File: src/common/rename_config.svh
`ifndef RENAME_CONFIG_SVH
`define RENAME_CONFIG_SVH

// architectural registers visible to software
// after reset arch reg i maps to phys reg i
`define NUM_ARCH_REG 8

// physical registers, also the free list capacity
`define NUM_PHYS_REG 16

// retire queue entries
`define RQ_DEPTH 8

// derived widths
`define ARCH_REG_W ($clog2(`NUM_ARCH_REG))
`define PHYS_REG_W ($clog2(`NUM_PHYS_REG))
// count must reach NUM_PHYS_REG itself
`define FL_COUNT_W ($clog2(`NUM_PHYS_REG + 1))
`define RQ_PTR_W ($clog2(`RQ_DEPTH))
`define RQ_COUNT_W ($clog2(`RQ_DEPTH + 1))

`endif

File: src/common/rename_pkg.sv
`include "rename_config.svh"

package rename_pkg;

	// architectural register number
	typedef logic [`ARCH_REG_W-1:0] arch_reg_t;

	// physical register number
	typedef logic [`PHYS_REG_W-1:0] phys_reg_t;

	// number of free physical registers, 0 up to NUM_PHYS_REG
	typedef logic [`FL_COUNT_W-1:0] fl_count_t;

	// one renamed instruction waiting to retire
	typedef struct packed {
		// destination as the program named it
		arch_reg_t dest_arch;
		// register given to the destination at rename
		phys_reg_t new_preg;
		// register it replaced, freed when this entry retires
		phys_reg_t old_preg;
	} rq_entry_t;

endpackage

File: src/common/alloc_if.sv
`timescale 1ns/1ps

// allocation port between the free list and the rename map
interface alloc_if
	import rename_pkg::*;
();

	// taker pops the head this cycle
	logic pop;
	// current head of the free list
	phys_reg_t head_preg;
	// no free register left
	logic empty;
	// number of free registers
	// the top level reports this one directly
	fl_count_t count;

	// free list side
	modport provider (
		input pop,
		output head_preg,
		output empty,
		output count
	);

	// rename map side
	modport taker (
		output pop,
		input head_preg,
		input empty
	);

endinterface

File: src/common/rq_push_if.sv
`timescale 1ns/1ps

// new renamed entry going into the retire queue
interface rq_push_if
	import rename_pkg::*;
();

	// write strobe, only while full is low
	logic push;
	logic full;
	rq_entry_t entry;

	// rename map side
	modport writer (
		output push,
		output entry,
		input full
	);

	// retire queue side
	modport reader (
		input push,
		input entry,
		output full
	);

endinterface

File: src/design/free_list.sv
`timescale 1ns/1ps
`include "rename_config.svh"

// shifting FIFO of free physical register numbers
// head is always slot 0, tail counts the valid slots
module free_list
	import rename_pkg::*;
(
	input logic clock,
	input logic reset,
	alloc_if.provider alloc,
	input logic release_en,
	input phys_reg_t release_preg
);

	phys_reg_t fl_mem [`NUM_PHYS_REG];
	phys_reg_t next_mem [`NUM_PHYS_REG];

	// number of valid entries, also the next write slot
	fl_count_t tail;
	fl_count_t next_tail;

	logic do_pop;
	logic do_push;

	assign alloc.head_preg = fl_mem[0];
	assign alloc.empty = (tail == '0);
	assign alloc.count = tail;

	// pop on empty is ignored
	assign do_pop = alloc.pop & (tail != '0);

	// a release at full capacity is dropped
	// unless a pop makes room in the same cycle
	assign do_push = release_en & (do_pop | (tail != fl_count_t'(`NUM_PHYS_REG)));

	always_comb begin
		next_mem = fl_mem;
		next_tail = tail;

		if (do_pop) begin
			// everything moves one slot toward the head
			for (int i = 0; i < `NUM_PHYS_REG - 1; i++) begin
				next_mem[i] = fl_mem[i + 1];
			end
			next_mem[`NUM_PHYS_REG - 1] = '0;
			next_tail = tail - 1'b1;
		end

		if (do_push) begin
			// with a pop this lands at old tail - 1, behind every older free reg
			next_mem[next_tail[`PHYS_REG_W-1:0]] = release_preg;
			next_tail = next_tail + 1'b1;
		end
	end

	always_ff @(posedge clock) begin
		if (reset) begin
			// phys regs below NUM_ARCH_REG hold the reset mapping
			// the rest start out free in ascending order
			for (int i = 0; i < `NUM_PHYS_REG; i++) begin
				if (i < `NUM_PHYS_REG - `NUM_ARCH_REG) begin
					fl_mem[i] <= phys_reg_t'(`NUM_ARCH_REG + i);
				end else begin
					fl_mem[i] <= '0;
				end
			end
			tail <= fl_count_t'(`NUM_PHYS_REG - `NUM_ARCH_REG);
		end else begin
			fl_mem <= next_mem;
			tail <= next_tail;
		end
	end

endmodule

File: src/design/rename_core.sv
`timescale 1ns/1ps
`include "rename_config.svh"

// register rename core
// map stage, free list and retire queue wired together
module rename_core (
	input logic clock,
	input logic reset,
	input logic dispatch_valid,
	input logic [`ARCH_REG_W-1:0] dispatch_dest,
	input logic [`ARCH_REG_W-1:0] dispatch_src,
	input logic retire_en,
	output logic dispatch_stall,
	output logic [`PHYS_REG_W-1:0] dispatch_preg,
	output logic [`PHYS_REG_W-1:0] src_preg,
	output logic [`FL_COUNT_W-1:0] free_count,
	output logic retire_valid,
	output logic [`ARCH_REG_W-1:0] retire_arch,
	output logic [`PHYS_REG_W-1:0] retire_preg
);

	// freed register path from retire back to the free list
	logic release_en;
	logic [`PHYS_REG_W-1:0] release_preg;

	alloc_if alloc ();
	rq_push_if rq ();

	assign free_count = alloc.count;

	rename_map u_rename_map (
		.clock(clock),
		.reset(reset),
		.dispatch_valid(dispatch_valid),
		.dispatch_dest(dispatch_dest),
		.dispatch_src(dispatch_src),
		.dispatch_stall(dispatch_stall),
		.dispatch_preg(dispatch_preg),
		.src_preg(src_preg),
		.alloc(alloc.taker),
		.rq(rq.writer)
	);

	free_list u_free_list (
		.clock(clock),
		.reset(reset),
		.alloc(alloc.provider),
		.release_en(release_en),
		.release_preg(release_preg)
	);

	retire_queue u_retire_queue (
		.clock(clock),
		.reset(reset),
		.rq(rq.reader),
		.retire_en(retire_en),
		.retire_valid(retire_valid),
		.retire_arch(retire_arch),
		.retire_preg(retire_preg),
		.release_en(release_en),
		.release_preg(release_preg)
	);

endmodule

File: src/design/rename_map.sv
`timescale 1ns/1ps
`include "rename_config.svh"

// map table from architectural to physical registers
// accepts at most one dispatch per cycle
module rename_map
	import rename_pkg::*;
(
	input logic clock,
	input logic reset,
	input logic dispatch_valid,
	input arch_reg_t dispatch_dest,
	input arch_reg_t dispatch_src,
	output logic dispatch_stall,
	output phys_reg_t dispatch_preg,
	output phys_reg_t src_preg,
	alloc_if.taker alloc,
	rq_push_if.writer rq
);

	// current mapping of each architectural register
	phys_reg_t map_table [`NUM_ARCH_REG];

	logic accept;

	// stall when there is no free register or no room to track the instruction
	assign dispatch_stall = alloc.empty | rq.full;
	assign accept = dispatch_valid & ~dispatch_stall;

	// the head of the free list is the register this dispatch would get
	assign dispatch_preg = alloc.head_preg;

	// source lookup sees the table before this cycle's update
	// so an instruction reading its own destination gets the old mapping
	assign src_preg = map_table[dispatch_src];

	// pop and push move together on an accepted dispatch
	assign alloc.pop = accept;
	assign rq.push = accept;

	// entry remembers what the destination used to map to
	always_comb begin
		rq.entry.dest_arch = dispatch_dest;
		rq.entry.new_preg = alloc.head_preg;
		rq.entry.old_preg = map_table[dispatch_dest];
	end

	always_ff @(posedge clock) begin
		if (reset) begin
			// identity mapping, arch reg i lives in phys reg i
			for (int i = 0; i < `NUM_ARCH_REG; i++) begin
				map_table[i] <= phys_reg_t'(i);
			end
		end else if (accept) begin
			map_table[dispatch_dest] <= alloc.head_preg;
		end
	end

endmodule

File: src/design/retire_queue.sv
`timescale 1ns/1ps
`include "rename_config.svh"

// in-order queue of renamed instructions
// retiring the oldest one gives its replaced register back to the free list
module retire_queue
	import rename_pkg::*;
(
	input logic clock,
	input logic reset,
	rq_push_if.reader rq,
	input logic retire_en,
	output logic retire_valid,
	output arch_reg_t retire_arch,
	output phys_reg_t retire_preg,
	output logic release_en,
	output phys_reg_t release_preg
);

	rq_entry_t rq_mem [`RQ_DEPTH];

	// oldest entry
	logic [`RQ_PTR_W-1:0] head;
	// next free slot
	logic [`RQ_PTR_W-1:0] tail;
	logic [`RQ_COUNT_W-1:0] occupancy;

	logic do_push;
	logic do_pop;

	assign rq.full = (occupancy == `RQ_COUNT_W'(`RQ_DEPTH));
	assign retire_valid = (occupancy != '0);

	assign do_push = rq.push & ~rq.full;
	// retire on an empty queue does nothing
	assign do_pop = retire_en & retire_valid;

	// head shown before it is popped
	// new_preg is now the committed home of retire_arch
	assign retire_arch = rq_mem[head].dest_arch;
	assign retire_preg = rq_mem[head].new_preg;

	// the replaced register is no longer reachable once this retires
	assign release_en = do_pop;
	assign release_preg = rq_mem[head].old_preg;

	always_ff @(posedge clock) begin
		if (do_push) begin
			rq_mem[tail] <= rq.entry;
		end
	end

	always_ff @(posedge clock) begin
		if (reset) begin
			head <= '0;
			tail <= '0;
			occupancy <= '0;
		end else begin
			// depth is a power of two so the pointers wrap on their own
			if (do_push) begin
				tail <= tail + 1'b1;
			end
			if (do_pop) begin
				head <= head + 1'b1;
			end
			case ({do_push, do_pop})
				2'b10: occupancy <= occupancy + 1'b1;
				2'b01: occupancy <= occupancy - 1'b1;
				default: occupancy <= occupancy;
			endcase
		end
	end

endmodule

File: config.mk
export PLATFORM = sky130hd
export DESIGN_NAME = rename_core
export DESIGN_NICKNAME = d
export VERILOG_FILES = /design/src/common/rename_pkg.sv /design/src/common/alloc_if.sv /design/src/common/rq_push_if.sv /design/src/design/free_list.sv /design/src/design/rename_core.sv /design/src/design/rename_map.sv /design/src/design/retire_queue.sv
export VERILOG_INCLUDE_DIRS = /design/src /design/src/common
export SDC_FILE = /design/constraint.sdc
export NUM_CORES = 1
export LEC_CHECK = 0
export BUFFER_PORTS_ARGS = -buffer_cell sky130_fd_sc_hd__buf_2
export CORE_MARGIN = 5
export CORE_UTILIZATION = 64
export CTS_BUF_LIST = sky130_fd_sc_hd__clkbuf_4 sky130_fd_sc_hd__clkbuf_8
export CTS_CLUSTER_SIZE = 25
export DETAILED_ROUTE_END_ITERATION = 6
export PLACE_DENSITY = 0.88
export SLEW_MARGIN = 10
export SYNTH_ARGS = -nofsm -noshare
export SYNTH_HDL_FRONTEND = slang
export SYNTH_HIERARCHICAL = 1
export SYNTH_SLANG_ARGS = --single-unit
File: constraint.sdc
create_clock -name clock -period 4.1 [get_ports clock]
set_input_delay 0 -clock clock [delete_from_list [all_inputs] [get_ports clock]]
set_output_delay 0 -clock clock [all_outputs]
set_load 0.02 [all_outputs]
* Word-level counts from Yosys, hierarchy flattened
Memories as Yosys holds them, arrays and structs flattened. A register that Yosys moved wholly into a read port is not among the register bits. Cells that the tools add are included.
Word-level totals: input port bits 10, register bits 79, RAM bits 120, memories 2
Memories:
- u_retire_queue.rq_mem | depth 8, width 11, rd ports 1, clocked after memory_dff 1, write ports 1, line retire_queue.sv:20 | rq_entry_t rq_mem [`RQ_DEPTH];
- u_rename_map.map_table | depth 8, width 4, rd ports 2, clocked after memory_dff 0, write ports 8, line rename_map.sv:22 | phys_reg_t map_table [`NUM_ARCH_REG];
Operators by class: magnitude comparators 2, add/subtract/negate cells 6, mux-type cells 20, equal/unequal tests 4, reductions and logical operators 6, bitwise gates (word level) 10
Operators with widths (count):
- 64-bit 2-to-1 mux | 2
- 64-bit bitwise mux | 1
- 4-bit demux with 4-bit select | 1
- 5-bit 2-to-1 mux | 2
- 3-bit 2-to-1 mux | 3
- 1-bit 2-to-1 mux | 8
- 4-bit 2-to-1 mux | 2
- 4-bit one-hot mux with 2 select lines | 1
- 3-bit by 1-bit adder with 3-bit output, second input constant | 2
- 5-bit by 1-bit adder with 5-bit output, second input constant | 1
- 1-bit AND | 5
- 5-bit >= comparator, second input constant | 1
- 5-bit logical NOT | 1
- 5-bit by 1-bit < comparator with 1-bit output, second input constant | 1
- 5-bit inequality test, second input constant | 1
- 4-bit inverter with 5-bit output | 1
- 5-bit nonzero test | 1
- 5-bit by 1-bit subtractor with 5-bit output, second input constant | 1
- 4-bit by 1-bit adder with 4-bit output, second input constant | 1
- 4-bit == test, second input constant | 1
- 4-bit nonzero test | 1
- 4-bit OR reduction | 1
- 4-bit by 1-bit subtractor with 4-bit output, second input constant | 1
- 2-bit by 1-bit == test with 1-bit output, second input constant | 1
- other kinds (5) | 7

* Longest topological paths before layout
Gate-level depths: netlist of the first run.
depth in word-level cells 13, mapped depth 17

* By module
The synthesis of the first run kept the hierarchy.
By module, submodules not included:
- retire_queue | times used 1, cells each 201, area each 4027.6 µm²
- free_list | times used 1, cells each 455, area each 3651.0 µm²
- rename_map | times used 1, cells each 155, area each 1959.4 µm²

* Worst setup path before layout of the first run
No wires, ideal clock.
path type register to register, start register u_free_list.tail[0] (netlist: u_free_list/alloc.count[0]), end memory u_retire_queue/rq_mem[0][0] (netlist bit), enable pin, setup slack 376 ps, stages on the path, launching flop included 13, clock period less this slack 3724 ps, path buffers 4, arrival 3331 ps, setup time 393 ps, path through dfxtp_1 -> buf_2 -> clkinv_1 -> ha_1 -> buf_4 -> or4b_1 -> buf_4 -> inv_2 -> nor3b_4 -> buf_4 -> nand2_2 -> or2_2 -> nor3_1
Between the ends: cells in the longest elaborated chain, start to end 7
RTL lines:
- start, declared | line free_list.sv:20 | fl_count_t tail;
- start signal, assigned | line free_list.sv:68 | tail <= fl_count_t'(`NUM_PHYS_REG - `NUM_ARCH_REG);
- start signal, assigned | line free_list.sv:71 | tail <= next_tail;
- 5-bit logical NOT | line free_list.sv:27 | assign alloc.empty = (tail == '0);
- named net alloc.empty | line alloc_if.sv:13 | logic empty;
- 1-bit OR | line rename_map.sv:27 | assign dispatch_stall = alloc.empty | rq.full;
- 1-bit inverter | line rename_map.sv:28 | assign accept = dispatch_valid & ~dispatch_stall;
- 1-bit AND | line rename_map.sv:28
- named net alloc.pop | line alloc_if.sv:9 | logic pop;
- 1-bit AND | line retire_queue.sv:34 | assign do_push = rq.push & ~rq.full;
- 1-bit 2-to-1 mux | line retire_queue.sv:48 | if (do_push) begin
- 1-bit 2-to-1 mux (not written as such) | line retire_queue.sv:49 | rq_mem[tail] <= rq.entry;
- end, declared | line retire_queue.sv:20
The timed path passes the listed nets, and every way through them passes these cells.

* Final worst setup path of the first run
start register u_free_list.tail[0] (netlist: u_free_list/alloc.count[0]), end register u_retire_queue.occupancy[2]
Between the ends: cells in the longest elaborated chain, start to end 7, elaborated cells on any way between the ends 9
RTL lines:
- 5-bit logical NOT (*) | line free_list.sv:27
- named net alloc.empty | line alloc_if.sv:13
- 1-bit OR (*) | line rename_map.sv:27
- 1-bit inverter (*) | line rename_map.sv:28
- 1-bit AND (*) | line rename_map.sv:28
- named net alloc.pop | line alloc_if.sv:9
- 1-bit AND (*) | line retire_queue.sv:34
- 2-bit by 1-bit == test with 1-bit output / 2-bit == test (equally long branches) | line retire_queue.sv:66 | case ({do_push, do_pop})
- 4-bit one-hot mux with 2 select lines / 2-bit nonzero test (equally long branches)
- end signal, assigned | line retire_queue.sv:67 | 2'b10: occupancy <= occupancy + 1'b1;
- end signal, assigned | line retire_queue.sv:68 | 2'b01: occupancy <= occupancy - 1'b1;
- end signal, assigned | line retire_queue.sv:69 | default: occupancy <= occupancy;
- end, declared | line retire_queue.sv:26 | logic [`RQ_COUNT_W-1:0] occupancy;
The timed path passes the listed nets; every way through them passes the cells marked *. A chain may end at the register's enable or synchronous reset.

==> results of run 1 <==
per-layer routing:
layer	wire [µm]	part of all wire, %
met1	8580	41
met2	10300	49
met3	1530	7.3
met4	567	2.7
met5	0	0
synth_stat cells, types with 4 or more instances:
cell type / instances
a21o_1: 4
a21oi_1: 28
a311oi_1: 15
a311oi_2: 5
and3_1: 24
buf_1: 5
buf_2: 12
buf_4: 19
buf_6: 5
clkbuf_1: 30
dfxtp_1: 82
edfxtp_1: 120
ha_1: 6
inv_1: 6
mux2_2: 33
mux2i_1: 29
mux4_1: 31
nand2_1: 142
nand2b_1: 6
nand3_1: 10
nand4_1: 5
nor2_1: 53
nor2b_1: 6
nor3_1: 28
nor3b_1: 4
o21ai_0: 12
o21bai_1: 6
o31ai_1: 4
or2_1: 6
or2_2: 4
or3_1: 10
xnor2_1: 4
xor2_1: 7
critical path, delay by kind of cell, from the launching register on:
kind | cells | cell delay (ps)
simple gates | 4 | 1030
fa+ha+maj | 3 | 850
buf+inv | 3 | 650
flops | 1 | 590
compound gates | 2 | 290
xor+xnor | 2 | 280
sequential cells by signal (all words and copies together) (netlist names), named ones only:
name and cells:
u_retire_queue/occupancy 4, u_retire_queue/rq_mem 88, u_retire_queue/head 3, u_free_list/alloc.head_preg 4, u_rename_map/map_table 32, u_retire_queue/tail 3
u_free_list/alloc.count 5, u_free_list/fl_mem 60
power by group through the flow:
stage | Sequential, W | Clock, W | Combinational, W
after floorplan | 0.00262 | 0 | 0.00139
after global placement | 0.00272 | 0 | 0.00163
after detailed placement | 0.00275 | 0 | 0.00171
after CTS | 0.00271 | 0.00160 | 0.00172
after global routing | 0.00274 | 0.00171 | 0.00189
final | 0.00272 | 0.00158 | 0.00175
area by class of cell:
type	count	area share, %
multi-input cells	529	38.3
repair buffers	54	3.24
flip-flops and latches	202	50.3
clock inverters	6	0.288
well taps	184	2.21
clock buffers	48	5.32
inverters	9	0.360
kinds of logic (layout without fill, tap and decap cells):
| kind of cell | after synthesis | in the layout | share of synthesized area [%] |
|---|---|---|---|
| buffers and inverters | 80 | 117 | 4.40 |
| muxes | 99 | 99 | 16.4 |
| adders and majority gates | 6 | 6 | 0.779 |
| and+or+nand+nor | 317 | 317 | 15.5 |
| DFF | 202 | 202 | 54.4 |
| AOI/OAI and AO/OA | 96 | 96 | 7.53 |
| xor gates and xnor gates | 11 | 11 | 1.00 |
timing repair:
item,CTS,global route
resized for setup,0,3
hold buffers,4,0
setup buffers,0,0
endpoints found under the hold margin,33,0
setup endpoints to repair,0,6
per-stage QoR:
step | utilization (%) | cells | area, µm² | worst slack, ps | total power [W]
after floorplan | - | 811 | 9640 | 376 | 0.00401
after global placement | 66.8 | 974 | 9780 | 634 | 0.00435
after detailed placement | 66.8 | 974 | 9780 | 399 | 0.00445
after CTS | 71.1 | 1032 | 10400 | 392 | 0.00603
after global routing | 71.2 | 1032 | 10400 | 26.5 | 0.00635
final | 71.2 | 1032 | 10400 | 342 | 0.00605
path summary, 6_finish.rpt:
path | end | cells after the start | from
worst max-delay path | u_retire_queue/occupancy[2] | 14 | u_free_list/alloc.count[0]
worst min register to register | u_free_list/fl_mem[27] | 2 | u_free_list/fl_mem[23]
worst min-delay path | u_retire_queue/occupancy[1] | 2 | reset
worst max register to register | u_retire_queue/occupancy[2] | 14 | u_free_list/alloc.count[0]
==> impl_metrics.env, run 1 <==
export IMPL_numPortBuffers=31
export IMPL_core_area_mm2=0.0146
export IMPL_count_of_flip_flops_with_a_built_in_enable_after_synthesis=120
export IMPL_htree_num_levels=1
export IMPL_clock_sinks=202
export IMPL_drc_errors=0
export IMPL_fin_worst_hold_slack_ps=43.2
export IMPL_power_net_switching_w=0.00206
export IMPL_power_clock_fraction_pct=26.1
export IMPL_crit_required_ps=4580
export IMPL_p_leak_nw=3.74
export IMPL_total_detailed_routing_wirelength_mm=20.9
export IMPL_die_w_um=133
export IMPL_path_max_fanout=11
export IMPL_final_setup_tns_ps=0
export IMPL_gp_congestion=0.900
export IMPL_syn_to_final_growth_pct=8.14
export IMPL_synth_cell_types=68
export IMPL_max_clock_path_buffers=3
export IMPL_critical_path_class="register to register"
export IMPL_cts_root_buffer="clkbuf_8"
export IMPL_reg_clk_slew_reported_paths_ps=70
export IMPL_clock_skew_ps=19.8
export IMPL_power_per_cell_area_mw_per_mm2=580
export IMPL_cp_slowest_stage_delay_ps=590
export IMPL_clock_latency_ps=550
export IMPL_r2r_setup_slack_ps=340
export IMPL_largest_net_degree_at_the_start_of_global_routing=64
export IMPL_drv_cap=0
export IMPL_syn_inst=811
export IMPL_status="completed"
export IMPL_final_min_period_over_clock_period_pct=91.7
export IMPL_m1_gr_usage_pct=31.3
export IMPL_antennaDiodeCount=0
export IMPL_setup_viol_count_final=0
export IMPL_hold_viol=0
export IMPL_multi_input_area_mm2=0.00399
export IMPL_number_of_cell_rows=44
export IMPL_power_share_combinational_pct=29.0
export IMPL_seq_power_share_pct=44.9
export IMPL_switching_fraction_of_total_power_pct=34.0
export IMPL_synth_seq_area_share_pct=54.4
export IMPL_async_flop_share_pct=0
export IMPL_synth_ff_type="edfxtp_1"
export IMPL_tritoncts="yes"
export IMPL_die_area_mm2=0.0176
export IMPL_met2_track_demand_over_resource_pct=39.1
export IMPL_vdd_ir_drop_worst_uv=541
export IMPL_route_detailed_vias_per_inst=6.43
export IMPL_min_path_type="input port to register"
export IMPL_fmax_mhz=266
export IMPL_grt_met3_usage_pct=4.18
export IMPL_ys_seq_elements=202
export IMPL_synthesis_yosys_warnings=6
export IMPL_synth_cell_area_mm2=0.00964
export IMPL_vertical_die_dimension_um=133
export IMPL_synth_net_count=827
export IMPL_unrepaired_setup_endpoints_after_global_routing="no"
export IMPL_grt_pass1_vias=6661
export IMPL_first_pass_iters=5
export IMPL_layout_drive_gt1_share_pct=19.7
export IMPL_number_of_placed_i_o_pins=32
export IMPL_detailed_place_hpwl_mm=13.7
export IMPL_cpMostUsedCell="ha_1"
export IMPL_worstPathCellList="clkinvlp_4, ha_1, or4b_1, inv_2, nor3b_4, buf_4, nand2_2, ha_1, xor2_1, ha_1, a21oi_1, xor2_1, or3_1, a21oi_1"
export IMPL_route_antenna_remaining_nets=0
export IMPL_layout_commonest_cell="nand2_1"
export IMPL_worst_slew_margin_rel_pct=36.6
export IMPL_mostFrequentLayoutCells="nand2_1 (141), edfxtp_1 (120), dfxtp_1 (82)"
export IMPL_synth_area_per_cell_um2=11.9
export IMPL_synth_largest_area_cell="edfxtp_1"
export IMPL_global_route_total_overflow=0
export IMPL_internal_power_w=0.00399
export IMPL_worst_endpoint_arrival_ps=4230
export IMPL_critPathSlowestCell="dfxtp_1"
export IMPL_critPathCaptureType="register"
export IMPL_grt_total_usage_pct=23.4
export IMPL_regArea_mm2=0.00525
export IMPL_busiest_layer="met2"
export IMPL_vias=6637
export IMPL_detailed_route_iter0_violations=568
export IMPL_route_detailed_wl_per_inst_um=20.3
export IMPL_final_period_minus_worst_setup_slack_ps=3760
export IMPL_worst_slew_pin_slew_ps=949
export IMPL_fillCellCount=932
export IMPL_numCtsBuffers=30
export IMPL_final_net_count=842
export IMPL_grt_first_pass_wirelength_mm=33.6
export IMPL_initial_utilization_pct=65.8
export IMPL_crit_path_start_kind="register"
export IMPL_final_max_slew_viol_count=0
export IMPL_synth_area_top_cells="edfxtp_1 (37%), dfxtp_1 (17%), mux4_1 (8.5%), nand2_1 (5.5%), mux2_2 (3.9%)"
export IMPL_grt_antenna_before_repair=0
export IMPL_synth_top_cell_area_share_pct=37.4
Power figures use the tool's default switching activity.
==> run 2: changes to the inputs <==
Settings changed: CORE_ASPECT_RATIO from default to 1.75, PLACE_DENSITY 0.88 to default, PLACE_DENSITY_LB_ADDON from default to 0.25.
==> run 2 against run 1 <==
  * Clock power increased by 15%
  * Count of clock-buffer cells in the layout shrank 13
  * Design area rose by 0.84%
  * Routed wire length grew 2.3%
  * Die area rose by 0.55%
  * Core utilization down 0.34 points
  * Flip-flop and latch count is the same
  * Critical path depth decreased by 4
  * Power grew 3.2%
  * Sequential share of layout area down 0.42 points
  * Sequential power is essentially flat
  * First-iteration DRC count is 17% lower
  * Critical endpoint is now u_free_list/fl_mem[7]
  * Largest power group unchanged
==> impl_metrics.env, run 2 (synthesis results as in run 1) <==
export IMPL_worst_endpoint_arrival_ps=4100
export IMPL_syn_to_final_growth_pct=9.05
export IMPL_route_detailed_vias_per_inst=6.25
export IMPL_number_of_placed_i_o_pins=32
export IMPL_core_area_mm2=0.0148
export IMPL_first_pass_iters=5
export IMPL_vdd_ir_drop_worst_uv=411
export IMPL_status="completed"
export IMPL_top_regs="u_retire_queue/rq_mem x88, u_free_list/fl_mem x60, u_rename_map/map_table x32"
export IMPL_mostFrequentLayoutCells="nand2_1 (141), edfxtp_1 (120), dfxtp_1 (82)"
export IMPL_worst_slew_margin_rel_pct=43.4
export IMPL_internal_power_w=0.00418
export IMPL_grt_first_pass_wirelength_mm=34.0
export IMPL_crit_required_ps=4530
export IMPL_cp_slowest_stage_delay_ps=530
export IMPL_largest_register="u_retire_queue/rq_mem"
export IMPL_worstPathCellList="clkinv_1, ha_1, or4b_1, inv_2, nor3b_4, o311ai_0, a211oi_1, nor2_1, nor2_1, mux2_2"
export IMPL_worst_slew_pin_slew_ps=840
export IMPL_power_net_switching_w=0.00205
export IMPL_htree_num_levels=1
export IMPL_fmax_mhz=272
export IMPL_clock_skew_ps=23.1
export IMPL_gp_congestion=0.890
export IMPL_route_antenna_remaining_nets=0
export IMPL_number_of_cell_rows=59
export IMPL_final_setup_tns_ps=0
export IMPL_vias=6433
export IMPL_met2_track_demand_over_resource_pct=48.1
export IMPL_die_w_um=103
export IMPL_antennaDiodeCount=0
export IMPL_r2r_setup_slack_ps=420
export IMPL_drc_errors=0
export IMPL_setup_viol_count_final=0
export IMPL_largest_register_ff_count=88
export IMPL_numPortBuffers=31
export IMPL_vertical_die_dimension_um=172
export IMPL_layout_drive_gt1_share_pct=19.1
export IMPL_cts_root_buffer="clkbuf_8"
export IMPL_initial_utilization_pct=65.0
export IMPL_hold_path_cell_count=5
export IMPL_critPathSlowestCell="dfxtp_1"
export IMPL_critical_path_class="register to register"
export IMPL_die_area_mm2=0.0177
export IMPL_detailed_place_hpwl_mm=14.7
export IMPL_min_delay_worst_endpoint="u_retire_queue/tail[1]"
export IMPL_final_period_minus_worst_setup_slack_ps=3680
export IMPL_crit_path_start_kind="register"
export IMPL_cpMostUsedCell="nor2_1"
export IMPL_post_cts_buffers=0
export IMPL_power_clock_fraction_pct=28.9
export IMPL_detailed_route_iter0_violations=470
export IMPL_worst_r2r_path_depth=10
export IMPL_critPathCaptureType="register"
export IMPL_switching_fraction_of_total_power_pct=32.9
export IMPL_drv_cap=0
export IMPL_tritoncts="yes"
export IMPL_max_clock_path_buffers=3
export IMPL_route_detailed_wl_per_inst_um=20.8
export IMPL_reg_clk_slew_reported_paths_ps=70
export IMPL_unrepaired_setup_endpoints_after_global_routing="no"
export IMPL_worstReg2RegStart="u_free_list/alloc.count[0]"
export IMPL_fin_worst_hold_slack_ps=81.2
export IMPL_worstReg2RegEnd="u_free_list/fl_mem[7]"
export IMPL_power_per_cell_area_mw_per_mm2=594
export IMPL_seq_power_share_pct=43.1
export IMPL_clock_latency_ps=560
export IMPL_hold_viol=0
export IMPL_path_max_fanout=11
export IMPL_final_net_count=841
export IMPL_largest_net_degree_at_the_start_of_global_routing=64
export IMPL_m1_gr_usage_pct=25.6
export IMPL_timing_hold_worst_start="dispatch_valid"
export IMPL_grt_antenna_before_repair=0
export IMPL_min_path_type="input port to register"
export IMPL_total_detailed_routing_wirelength_mm=21.4
export IMPL_power_share_combinational_pct=28.0
export IMPL_final_max_slew_viol_count=0
export IMPL_grt_pass1_vias=6657
export IMPL_numCtsBuffers=28
export IMPL_grt_total_usage_pct=24.9
export IMPL_grt_met3_usage_pct=3.07
export IMPL_layout_commonest_cell="nand2_1"
export IMPL_final_min_period_over_clock_period_pct=89.7
export IMPL_clock_sinks=202
export IMPL_busiest_layer="met2"
export IMPL_p_leak_nw=3.77
export IMPL_global_route_total_overflow=0
[run 2: changes by cell type in the layout (fill, tap and decap cells not counted), sizes merged]
| cell | change |
|---|---|
| clkbuf | -13 |
| bufinv | +5 |
| clkinv | +5 |
| clkinvlp | +1 |
| dlygate4sd3 | +1 |
[run 2: metrics by stage]
stage,setup slack [ps],std cells,total power (W),instance area [µm²],util [%]
final,422,1030,0.00624,10500,70.8
after global routing,86.8,1030,0.00655,10500,70.8
after CTS,440,1030,0.00627,10500,70.8
after detailed placement,477,973,0.00446,9790,66.0
after global placement,568,973,0.00438,9790,66.0
after floorplan,376,811,0.00401,9640,-
[run 2: per-layer routing]
layer	vias up	part of all wire [%]
met1	3163	35
met3	57	4.1
met4	0	4.2
li1	3020	-
met5	-	0
met2	193	57
[run 2: critical path: cells and delay by family (launching register included)]
family	cells	cell delay, ps
multiplexers	1	380
AND/OR/NAND/NOR	4	1080
flip-flops	1	530
buffers and inverters	2	420
AO/OA/AOI/OAI	2	730
adder cells (fa/ha/maj)	1	400
[run 2: power by group through the flow]
stage / registers (W) / logic (W) / clock network, W
6_report: 0.00269 / 0.00175 / 0.00181
2_1_floorplan: 0.00262 / 0.00139 / 0
3_5_place_dp: 0.00272 / 0.00173 / 0
3_3_place_gp: 0.00270 / 0.00168 / 0
5_1_grt: 0.00272 / 0.00190 / 0.00193
4_1_cts: 0.00268 / 0.00175 / 0.00184
[run 2: worst max path at each step]
stage | slack [ps] | cells past startpoint | start | to
floorplan | 380 | 12 | u_free_list/alloc.count[0] | u_retire_queue/rq_mem[0][0]
global placement | 570 | 10 | u_free_list/alloc.count[0] | u_free_list/fl_mem[11]
detailed placement | 480 | 10 | u_free_list/alloc.count[0] | u_free_list/fl_mem[10]
CTS | 440 | 10 | u_free_list/alloc.count[0] | u_free_list/fl_mem[10]
global route | 90 | 10 | u_free_list/alloc.count[0] | u_free_list/fl_mem[13]
finish | 420 | 10 | u_free_list/alloc.count[0] | u_free_list/fl_mem[7]
[run 2: repair_timing]
| action | CTS | global route |
|---|---|---|
| resized for setup | 0 | 0 |
| hold endpoints to repair | 43 | 0 |
| hold buffers | 5 | 0 |
[run 2: area by class of cell]
| type | instances | area [µm²] |
|---|---|---|
| clock buffers | 35 | 450 |
| clock inverters | 17 | 215 |
| fillers | 1050 | 4330 |
| inverters | 9 | 33.8 |
| multi-input cells | 529 | 3980 |
| flip-flops and latches | 202 | 5250 |
| well taps | 183 | 229 |
| repair buffers | 55 | 360 |
==> run 3: changes to the inputs <==
Settings changed: BUFFER_PORTS_ARGS -buffer_cell sky130_fd_sc_hd__buf_2 to default, CORE_UTILIZATION 64 to 60, DONT_BUFFER_PORTS from default to 1.
Clock period 4.1 ns to 3.2 ns, I/O delays scaled along.
==> run 3 against run 2 <==
  * Routed wire length shrank 3.0%
  * Fmax up 22%
  * Clock power up 6%
  * Clock skew fell by 2.5 ps
  * Sequential power rose by 28%
  * Critical path depth did not move
  * Worst hold slack worse by 43 ps
  * Combinational power is 26% higher
  * Count of clock-buffer cells in the layout is 3 higher
  * Setup slack got worse by 230 ps
  * Sequential share of layout area rose by 0.86 points
  * Critical path type unchanged
  * Critical endpoint is now u_free_list/alloc.count[2]
  * Highest routed layer unchanged
==> impl_metrics.env, run 3 (synthesis results as in run 1) <==
export IMPL_status="completed"
export IMPL_largest_net_degree_at_the_start_of_global_routing=74
export IMPL_route_detailed_wl_per_inst_um=20.6
export IMPL_critPathCaptureType="register"
export IMPL_clock_skew_ps=20.6
export IMPL_worst_slew_margin_rel_pct=29.4
export IMPL_vias=6273
export IMPL_clock_latency_ps=530
export IMPL_grt_first_pass_wirelength_mm=33.3
export IMPL_final_setup_tns_ps=0
export IMPL_layout_drive_gt1_share_pct=16.6
export IMPL_layout_commonest_cell="nand2_1"
export IMPL_final_net_count=817
export IMPL_detailed_place_area_mm2=0.00971
export IMPL_final_period_minus_worst_setup_slack_ps=3010
export IMPL_detailed_route_iter0_violations=285
export IMPL_gp_congestion=0.879
export IMPL_total_detailed_routing_wirelength_mm=20.8
export IMPL_die_w_um=106
export IMPL_vertical_die_dimension_um=178
export IMPL_final_min_period_over_clock_period_pct=94.0
export IMPL_reg_clk_slew_reported_paths_ps=80
export IMPL_antennaDiodeCount=0
export IMPL_mostFrequentLayoutCells="nand2_1 (141), edfxtp_1 (120), dfxtp_1 (80)"
export IMPL_numCtsBuffers=27
export IMPL_route_antenna_remaining_nets=0
export IMPL_grt_antenna_before_repair=0
export IMPL_post_cts_buffers=0
export IMPL_die_area_mm2=0.0188
export IMPL_grt_total_usage_pct=22.4
export IMPL_largest_register_ff_count=88
export IMPL_global_route_total_overflow=0
export IMPL_fmax_mhz=332
export IMPL_number_of_cell_rows=61
export IMPL_grt_pass1_vias=6419
export IMPL_worst_slew_pin_slew_ps=1050
export IMPL_path_max_fanout=10
export IMPL_final_max_slew_viol_count=0
export IMPL_final_cells=1010
export IMPL_clock_sinks=202
export IMPL_detailed_place_hpwl_mm=14.2
export IMPL_number_of_placed_i_o_pins=32
export IMPL_tritoncts="yes"
export IMPL_p_leak_nw=3.64
export IMPL_largest_register="u_retire_queue/rq_mem"
export IMPL_setup_viol_count_final=0
export IMPL_instance_count_after_placement_with_tap_cells_included=953
export IMPL_top_regs="u_retire_queue/rq_mem x88, u_free_list/fl_mem x60, u_rename_map/map_table x32"
export IMPL_first_pass_iters=7
export IMPL_initial_utilization_pct=60.7
export IMPL_fin_area_mm2=0.0103
export IMPL_drc_errors=0
export IMPL_core_area_mm2=0.0159
export IMPL_max_clock_path_buffers=3
export IMPL_vdd_ir_drop_worst_uv=448
export IMPL_unrepaired_setup_endpoints_after_global_routing="no"
export IMPL_crit_path_start_kind="register"
export IMPL_critical_path_class="register to register"
export IMPL_power_per_cell_area_mw_per_mm2=730
export IMPL_route_detailed_vias_per_inst=6.21
export IMPL_numPortBuffers=0
export IMPL_drv_cap=0
export IMPL_cts_root_buffer="clkbuf_8"
export IMPL_crit_required_ps=3620
export IMPL_min_path_type="input port to register"
export IMPL_hold_viol=0
export IMPL_htree_num_levels=1
export IMPL_syn_to_final_growth_pct=7.31
export IMPL_worst_endpoint_arrival_ps=3430
==> run 3: cell count changes in the layout (fill, tap and decap cells not counted), sizes merged <==
cell | previous run | this run
inv | 8 | 7
bufinv | 5 | 1
buf | 50 | 25
clkbuf | 35 | 38
clkinvlp | 2 | 0
clkinv | 11 | 12
dlygate4sd3 | 5 | 7
==> run 3: critical path, cell delays in order (launching register included) <==
cell	delay, ps
dfxtp_4	340
inv_1	140
ha_1	190
or4b_1	470
inv_2	170
nor3b_4	80
o31a_1	460
o21ai_2	290
xnor2_1	180
nor2_1	50
dlygate4sd3_1	550
==> run 3: layout make-up <==
type / count / area, µm²
timing repair buffer: 32 / 290
clock buffer: 38 / 460
clock inverter: 11 / 70.1
tap: 189 / 236
multi-input combinational: 529 / 4000
fill: 1204 / 5530
sequential: 202 / 5250
inverter: 9 / 38.8
==> run 3: per-layer routing <==
metal,wire [µm],up-vias,track usage [%]
met3,752,49,2.66
met4,676,0,8.54
li1,-,2967,-
met1,7410,3086,23.2
met5,0,-,0
met2,12000,171,45.0
==> run 3: worst paths after layout <==
check                                                start                     endpoint  slack [ps]  cells after the start
worst max-delay path            u_free_list/alloc.count[1]   u_free_list/alloc.count[2]         190                     10
worst min register to register      u_free_list/fl_mem[22]       u_free_list/fl_mem[26]         480                      2
worst min-delay path                      dispatch_dest[2]  u_retire_queue/rq_mem[2][0]          40                      2
worst max register to register  u_free_list/alloc.count[1]   u_free_list/alloc.count[2]         190                     10
==> run 3: power breakdown <==
| group | leakage [nW] | internal (W) | switching, W | total, W |
|---|---|---|---|---|
| sequential | 1.76 | 0.00316 | 0.000277 | 0.00344 |
| clock | 0.282 | 0.00101 | 0.000900 | 0.00191 |
| combinational | 1.60 | 0.000841 | 0.00136 | 0.00220 |
==> run 3: what timing repair did <==
action | 4_1_cts | 5_1_grt
endpoints found under the setup margin | 0 | 1
hold buffers | 8 | 0
resized for setup | 0 | 1
hold endpoints to repair | 190 | 0
==> run 3: through the flow <==
stage	setup WS (ps)	util [%]	hold WS (ps)	total power, W
after floorplan	0.892	-	174	0.00518
after global placement	303	61.2	77.6	0.00554
after detailed placement	218	61.2	81.6	0.00563
after CTS	123	65.1	15.5	0.00758
after global routing	18.3	65.1	5.73	0.00794
final	191	65.1	37.9	0.00755
